<file path="config.mk">
export PLATFORM = sky130hd
export DESIGN_NAME = fetch_stage
export DESIGN_NICKNAME = d
export VERILOG_FILES = /design/src/isa_pkg.sv /design/src/fetch_stage.sv
export VERILOG_INCLUDE_DIRS = /design/src
export SDC_FILE = /design/constraint.sdc
export NUM_CORES = 1
export LEC_CHECK = 0
export BUFFER_PORTS_ARGS = -buffer_cell sky130_fd_sc_hd__buf_2
export CORE_MARGIN = 2
export CORE_UTILIZATION = 32
export DETAILED_ROUTE_END_ITERATION = 10
export SETUP_SLACK_MARGIN = 0.2
export SLEW_MARGIN = 20
export SYNTH_ARGS = -nofsm -noshare
export SYNTH_HDL_FRONTEND = slang
export SYNTH_SLANG_ARGS = --single-unit
</file>
<file path="constraint.sdc">
create_clock -name clk -period 1.8 [get_ports clk]
set_clock_uncertainty 0.2 [all_clocks]
set_input_delay 0.09 -clock clk [delete_from_list [all_inputs] [get_ports clk]]
set_output_delay 0.09 -clock clk [all_outputs]
set_load 0.05 [all_outputs]
</file>
<file path="src/cpu_defs.svh">
`ifndef CPU_DEFS_SVH
`define CPU_DEFS_SVH

// word and register file geometry
`define DATA_WIDTH 32
`define REG_ADDR_WIDTH 5
`define REG_COUNT 32

// instruction memory, counted in words
`define IMEM_ADDR_WIDTH 11

// data memory, counted in words
`define DMEM_ADDR_WIDTH 8

`endif
</file>
<file path="src/isa_pkg.sv">
`default_nettype none

`include "cpu_defs.svh"

package isa_pkg;

	// widths with a meaning
	typedef logic [`DATA_WIDTH-1:0] word_t;
	typedef logic [`REG_ADDR_WIDTH-1:0] reg_addr_t;
	typedef logic [`IMEM_ADDR_WIDTH-1:0] pc_t;
	typedef logic [`DMEM_ADDR_WIDTH-1:0] dmem_addr_t;

	// opcodes, bits 31 to 27 of an instruction
	// gaps and codes above b decode as no-ops
	typedef enum logic [4:0] {
		OP_ADD  = 5'd0,
		OP_ADDI = 5'd1,
		OP_SUB  = 5'd2,
		OP_AND  = 5'd3,
		OP_ANDI = 5'd4,
		OP_OR   = 5'd5,
		OP_ORI  = 5'd6,
		OP_XOR  = 5'd7,
		OP_SLL  = 5'd8,
		OP_SRL  = 5'd9,
		OP_SRA  = 5'd10,
		OP_LW   = 5'd13,
		OP_SW   = 5'd14,
		OP_LWO  = 5'd15,
		OP_SWO  = 5'd16,
		OP_B    = 5'd17
	} opcode_e;

	typedef enum logic [2:0] {
		ALU_ADD, ALU_SUB, ALU_AND, ALU_OR, ALU_XOR, ALU_SLL, ALU_SRL, ALU_SRA
	} alu_op_e;

	// branch condition, bits 26 to 24 of a b instruction
	typedef enum logic [2:0] {
		COND_NE, COND_EQ, COND_GT, COND_LT, COND_GE, COND_LE, COND_OVER, COND_ALWAYS
	} branch_cond_e;

	typedef struct packed {
		logic zero;
		logic sign;
		logic overflow;
	} flags_t;

endpackage

`default_nettype wire

</file>
<file path="src/fetch_stage.sv">
`timescale 1ns/1ps
`default_nettype none

module fetch_stage (
	input wire clk,
	input wire rst_n,
	input wire redirect,
	input wire isa_pkg::pc_t redirect_pc,
	input wire stall,
	output isa_pkg::pc_t imem_addr,
	input wire isa_pkg::word_t imem_data,
	output isa_pkg::word_t instr,
	output isa_pkg::pc_t instr_pc,
	output logic instr_valid
);
	import isa_pkg::*;

	logic pc_reset;
	pc_t pc_held;

	// first cycle out of reset fetches address 0
	always_ff @(posedge clk or negedge rst_n) begin
		if (!rst_n) begin
			pc_reset <= 1'b1;
		end else begin
			pc_reset <= 1'b0;
		end
	end

	// address whose word the ROM is returning now
	always_ff @(posedge clk or negedge rst_n) begin
		if (!rst_n) begin
			pc_held <= '0;
		end else begin
			pc_held <= imem_addr;
		end
	end

	always_comb begin
		if (pc_reset) begin
			imem_addr = '0;
		end else if (redirect) begin
			imem_addr = redirect_pc;
		end else if (stall) begin
			imem_addr = pc_held;
		end else begin
			imem_addr = pc_held + pc_t'(1);
		end
	end

	////////////////////
	// IF/ID register
	////////////////////

	always_ff @(posedge clk or negedge rst_n) begin
		if (!rst_n) begin
			instr_valid <= 1'b0;
			instr <= '0;
			instr_pc <= '0;
		end else if (redirect) begin
			// slot behind a taken branch
			instr_valid <= 1'b0;
		end else if (!stall) begin
			// ROM output is undefined while pc_reset is high
			instr_valid <= ~pc_reset;
			instr <= imem_data;
			instr_pc <= pc_held;
		end
	end

endmodule

`default_nettype wire

</file>
==> results of run 1 <==
## cell usage after synthesis (all sizes together) (2+ instances only)
cell type	count	area share, %
a211oi	3	0.97
a21oi	3	0.65
a311oi	4	1.5
buf	5	1.1
clkbuf	3	0.48
dfrtp	55	59
mux2	44	21
nand2	7	1.1
nand4b	3	1.8
nor2	11	1.8
o21ai	5	1.1
or3	4	1.2
or4	2	0.65
xnor2	2	0.75
xor2	2	0.75
## report_power, final
| group | leakage, nW | total [mW] | internal [mW] | switching, mW |
|---|---|---|---|---|
| clock network | 0.0645 | 0.878 | 0.491 | 0.387 |
| registers | 0.683 | 1.50 | 1.42 | 0.0855 |
| logic | 1.11 | 1.26 | 0.438 | 0.827 |
## final cells by class
| class | count | area (um^2) |
|---|---|---|
| Clock buffer | 7 | 96.3 |
| Clock inverter | 1 | 30.0 |
| Fill cell | 638 | 3120 |
| Inverter | 2 | 8.76 |
| Multi-Input combinational cell | 102 | 1100 |
| Sequential cell | 56 | 1410 |
| Tap cell | 99 | 124 |
| Timing Repair Buffer | 170 | 1250 |
## registers in the layout, summed over array words and instances (netlist names)
name	flops
instr_valid	1
pc_held	11
instr_pc	11
pc_reset	1
instr	32
## path summary, 6_finish.rpt
kind,endpoint,startpoint,depth (start not counted)
worst min-delay path,pc_held[9],redirect_pc[9],4
max in group asynchronous,instr[19],rst_n,3
worst min register to register,instr[22],instr[22],1
worst max-delay path,imem_addr[10],pc_held[4],4
min in group asynchronous,pc_held[2],rst_n,2
worst max register to register,pc_held[2],pc_held[0],8
## worst max-delay path, delay by kind of cell, from the launching register on
family / cells / cell delay [ns]
AOI/OAI and AO/OA: 1 / 0.25
buffers and inverters: 1 / 0.20
DFF: 1 / 0.42
and+or+nand+nor: 2 / 0.71
## cells by family (layout without fill, tap and decap cells)
kind of cell	Yosys count	in the layout	synth area share (%)
multiplexers	44	44	21.3
flip-flops	56	56	60.3
other	1	1	0.161
AO/OA/AOI/OAI	19	19	5.49
buffers and inverters	10	180	1.88
adder cells (fa/ha/maj)	1	1	0.538
XOR/XNOR	4	4	1.51
AND/OR/NAND/NOR	33	33	8.77
## what timing repair did
item                       4_1_cts  5_1_grt
setup endpoints to repair       15       20
resized for setup               29        2
hold buffers                    40        0
pin swaps                       11        2
cloned                           0        0
setup buffers                    5        1
hold endpoints to repair        61        0
## metrics by stage
step | TNS [ns] | std cells | hold WS (ns) | utilization, %
finish | -2.68 | 437 | 0.0183 | 56.2
global route | -3.84 | 437 | 0.0286 | 56.2
CTS | -2.98 | 436 | 0.0106 | 56.0
global placement | -0.353 | 383 | -0.0851 | 46.8
floorplan | -1.42 | 168 | -0.406 | -
detailed placement | -0.557 | 383 | -0.0777 | 46.8
## metal layers
metal / GRT usage [%] / up-vias / part of all wire [%]
met3: 3.42 / 7 / 4.9
met1: 18.8 / 976 / 43
met5: 0 / - / 0
li1: - / 939 / -
met2: 26.4 / 58 / 51
met4: 5.29 / 0 / 1.7
==> run metrics, run 1 <==
core area=7140 um^2; Worst EP required=1.51 ns; worst path arrival time=1.89 ns; Layout area overhead=72.6%; slack of the critical path=-0.376 ns; CP peak stage delay=0.55 ns; PortBufs=101; Worst Setup Start Kind=flop; Final Hold Vio Count=0; total grt overflow=0; clk sink count=56; CTS max path bufs=2; Die ar.=7960 um^2; failing checks=negative setup slack; worst vdd ir=0.406 mV; clk root buf=clkbuf_8; via count=1,980; final slew viol count=0; worst-skew pair later-pin latency=0.30 ns; Synth Register Bits=56; standard-cell row count=31; Critical Path Sink Type=primary output; initial antenna violation count=0; Final Cycle Share=121%; Worst Setup Slack post-DPL=-0.200 ns; nets=385; Slew Limit Headroom=63.1%; status=finished with violations; die width=89.2 um; maxcap violations=0; Post-DP Area=3340 um^2; Power Dens Cells=908 nW/um^2; commonest non-fill, non-tap cell in the layout=buf_2; r2r setup slk=-0.02 ns; Top Ports=102; EDFF count, synth=0; pin count of the biggest net entering global routing=35; Worst-path clk slew=0.09 ns; Synth Flop Type=dfrtp_1; drt via density=4.53; drt wl/cell=13.4 um; Slew @ Worst Pin=0.554 ns; sequential share of the synthesized area=60.3%; Mapped Cells=168; layout cells sized above 1=62.7%; Crit Path Max Fanout=8; Power Total=3.65 mW; Total Routing Usage GR=15.3%; fin crit period=2.18 ns; LEAKAGE=1.86 nW; DR DRC count=0; Synth Cell Area=2320 um^2; Async SR Flop Fraction=100%; die height=89.2 um; final setup vio count=11; Hold Path Class=in2reg; CTS tree=built; Syn Area/Cell=13.8 um^2; Mapped Nets=216; first-pass GRT wire length=9.29 mm; diodes inserted=0; TritonCTS buffer count=5; Initial DRT Pass Iterations=4; unrepaired setup endpoints after global routing=yes; Slowest-stage cell, CP=or4_4; final wirelength=5.84 mm; Ys Warns=0; Post-DRT Antenna Nets=0; final instance area=4010 um^2; Setup Crit Path Kind=reg2out; commonest non-fill, non-tap cells in the layout=buf_2 (90), dfrtp_1 (52), mux2_2 (44); H-tree depth=2; number of global-route vias before repair=1,985; DP HPWL=4.14 mm; Routability Congestion=0.732; Netlist cell types=32; Max Fclk=0.460 GHz; initial DRC count=56; Initial Utilization=32.6%; CP Cell Sequence=nand4_4 -> or4_4 -> a311oi_4 -> buf_6
(Power assumes the default switching activity.)
==> run 2: changes to the inputs <==
--- a/config.mk
+++ b/config.mk
@@ -7,9 +7,10 @@
 export NUM_CORES = 1
 export LEC_CHECK = 0
 export BUFFER_PORTS_ARGS = -buffer_cell sky130_fd_sc_hd__buf_2
-export CORE_MARGIN = 2
+export CORE_MARGIN = 3
 export CORE_UTILIZATION = 32
 export DETAILED_ROUTE_END_ITERATION = 10
+export MAX_ROUTING_LAYER = met4
 export SETUP_SLACK_MARGIN = 0.2
 export SLEW_MARGIN = 20
 export SYNTH_ARGS = -nofsm -noshare
==> run 2 against run 1 <==
  * First-iteration DRC count is 13% higher
  * Flip-flop and latch count stayed put
  * The run still ends with negative setup slack left
  * Global-route usage is 1.1 points higher
  * Via count is 0.86% higher
  * Hold slack better by 0.0052 ns
  * Largest cell class unchanged
  * Highest routed layer unchanged
  * Combinational power hardly changed
  * Routed wire length is 8.3% higher
  * Core utilization is 2.8 points higher
  * Cell area is 1.6% higher
  * Cell count is 1.4% higher
  * Critical path type unchanged
  * Die area is 4.5% higher
==> run metrics, run 2 (synthesized netlist as in run 1, its figures left out) <==
initial antenna violation count=0; Critical Path Sink Type=primary output; hold depth=4; pin count of the biggest net entering global routing=57; nets=394; total grt overflow=0; failing checks=negative setup slack; Crit Path Max Fanout=3; maxcap violations=0; Slowest-stage cell, CP=dfrtp_2; fin cells=443; DP HPWL=4.13 mm; PortBufs=101; final instance area=4080 um^2; largest register by flop count=instr; Final Cycle Share=122%; Final Util=59.0%; cells on worst reg2reg path=9; drt wl/cell=14.3 um; Die ar.=8320 um^2; Worst-path clk slew=0.11 ns; die width=91.2 um; via count=1,997; Max Fclk=0.456 GHz; Top Ports=102; unrepaired setup endpoints after global routing=yes; Total Routing Usage GR=16.4%; final setup vio count=13; Post-DP Area=3360 um^2; Initial Utilization=33.7%; layout cells sized above 1=64.0%; Setup TNS=-3.16 ns; Final Hold Vio Count=0; Post-DRT Antenna Nets=0; fillcell total=613; CTS tree=built; Worst Setup Start Kind=flop; clk sink count=56; diodes inserted=0; CP Cell Sequence=ha_4 -> nand4b_1 -> buf_4 -> or3_4 -> a311oi_4 -> buf_6; Largest regs=instr x32, instr_pc x11, pc_held x11; Power Dens Cells=861 nW/um^2; worst vdd ir=0.419 mV; final slew viol count=0; commonest non-fill, non-tap cells in the layout=buf_2 (90), dfrtp_1 (52), mux2_2 (44); footprint of the multi-input gates=1110 um^2; placed insts=383; LEAKAGE=1.90 nW; number of global-route vias before repair=2,172; WHS=0.0235 ns; status=finished with violations; Routability Congestion=0.758; first-pass GRT wire length=10.6 mm; slack of the critical path=-0.393 ns; TritonCTS buffer count=5; Hold Path Class=in2reg; fin crit period=2.19 ns; DR DRC count=0; max reg flops=32; initial DRC count=63; CP peak stage delay=0.41 ns; worst-skew pair later-pin latency=0.31 ns; clk root buf=clkbuf_8; Layout area overhead=75.3%; core area=6910 um^2; Initial DRT Pass Iterations=4; Worst EP required=1.51 ns; commonest non-fill, non-tap cell in the layout=buf_2; H-tree depth=2; register area=1410 um^2; drt via density=4.51; worst path arrival time=1.90 ns; die height=91.2 um; final wirelength=6.33 mm; CTS max path bufs=2; Setup Crit Path Kind=reg2out; standard-cell row count=30
[run 2: final cells by class]
cell class	instances	share of cell area (%)
clock buffer	5	1.69
clock inverter	3	0.552
inverter	2	0.215
multi-input combinational	102	27.1
sequential	56	34.5
tap	96	2.95
timing repair buffer	179	33.0
[run 2: timing repair]
item                                   in CTS  in global routing
buffers inserted                            8                  4
endpoints found under the hold margin      95                  0
gates cloned                                0                  0
setup endpoints to repair                  17                 20
hold buffers                               40                  0
gates resized for setup                    32                  5
pin swaps                                  10                  7
[run 2: final timing paths]
kind	startpoint	end	slack [ns]
worst max-delay path	pc_held[0]	imem_addr[8]	-0.39
worst min-delay path	stall	instr_valid	0.02
worst max register to register	pc_held[0]	pc_held[2]	-0.10
worst min register to register	instr_pc[9]	instr_pc[9]	0.31
max in group asynchronous	rst_n	pc_reset	1.04
min in group asynchronous	rst_n	instr_pc[2]	0.08
[run 2: through the flow]
stage / total power [mW] / setup WS (ns)
floorplan: 2.35 / -0.358
global placement: 2.68 / -0.166
detailed placement: 2.70 / -0.177
CTS: 3.54 / -0.407
global route: 3.67 / -0.492
finish: 3.51 / -0.393
[run 2: power by group]
part	total, mW	internal (mW)	switching, mW	leakage, nW
Sequential	1.50	1.42	0.0858	0.682
Combinational	1.29	0.457	0.836	1.16
Clock	0.716	0.280	0.435	0.0485
Total	3.51	2.15	1.36	1.90
[run 2: critical path: cells and delay by family, from the launching register on]
family | cells | cell delay (ns)
compound gates | 1 | 0.24
fa+ha+maj | 1 | 0.14
buf+inv | 2 | 0.36
flops | 1 | 0.41
simple gates | 2 | 0.45
[run 2: metal layers]
layer  share of wire (%)  global-route usage, %  up-vias
li1                    -                      -      958
met1                  43                   20.0      969
met2                  50                   27.3       62
met3                 4.6                   3.15        8
met4                 1.8                   5.15        0
met5                   0                      -        -
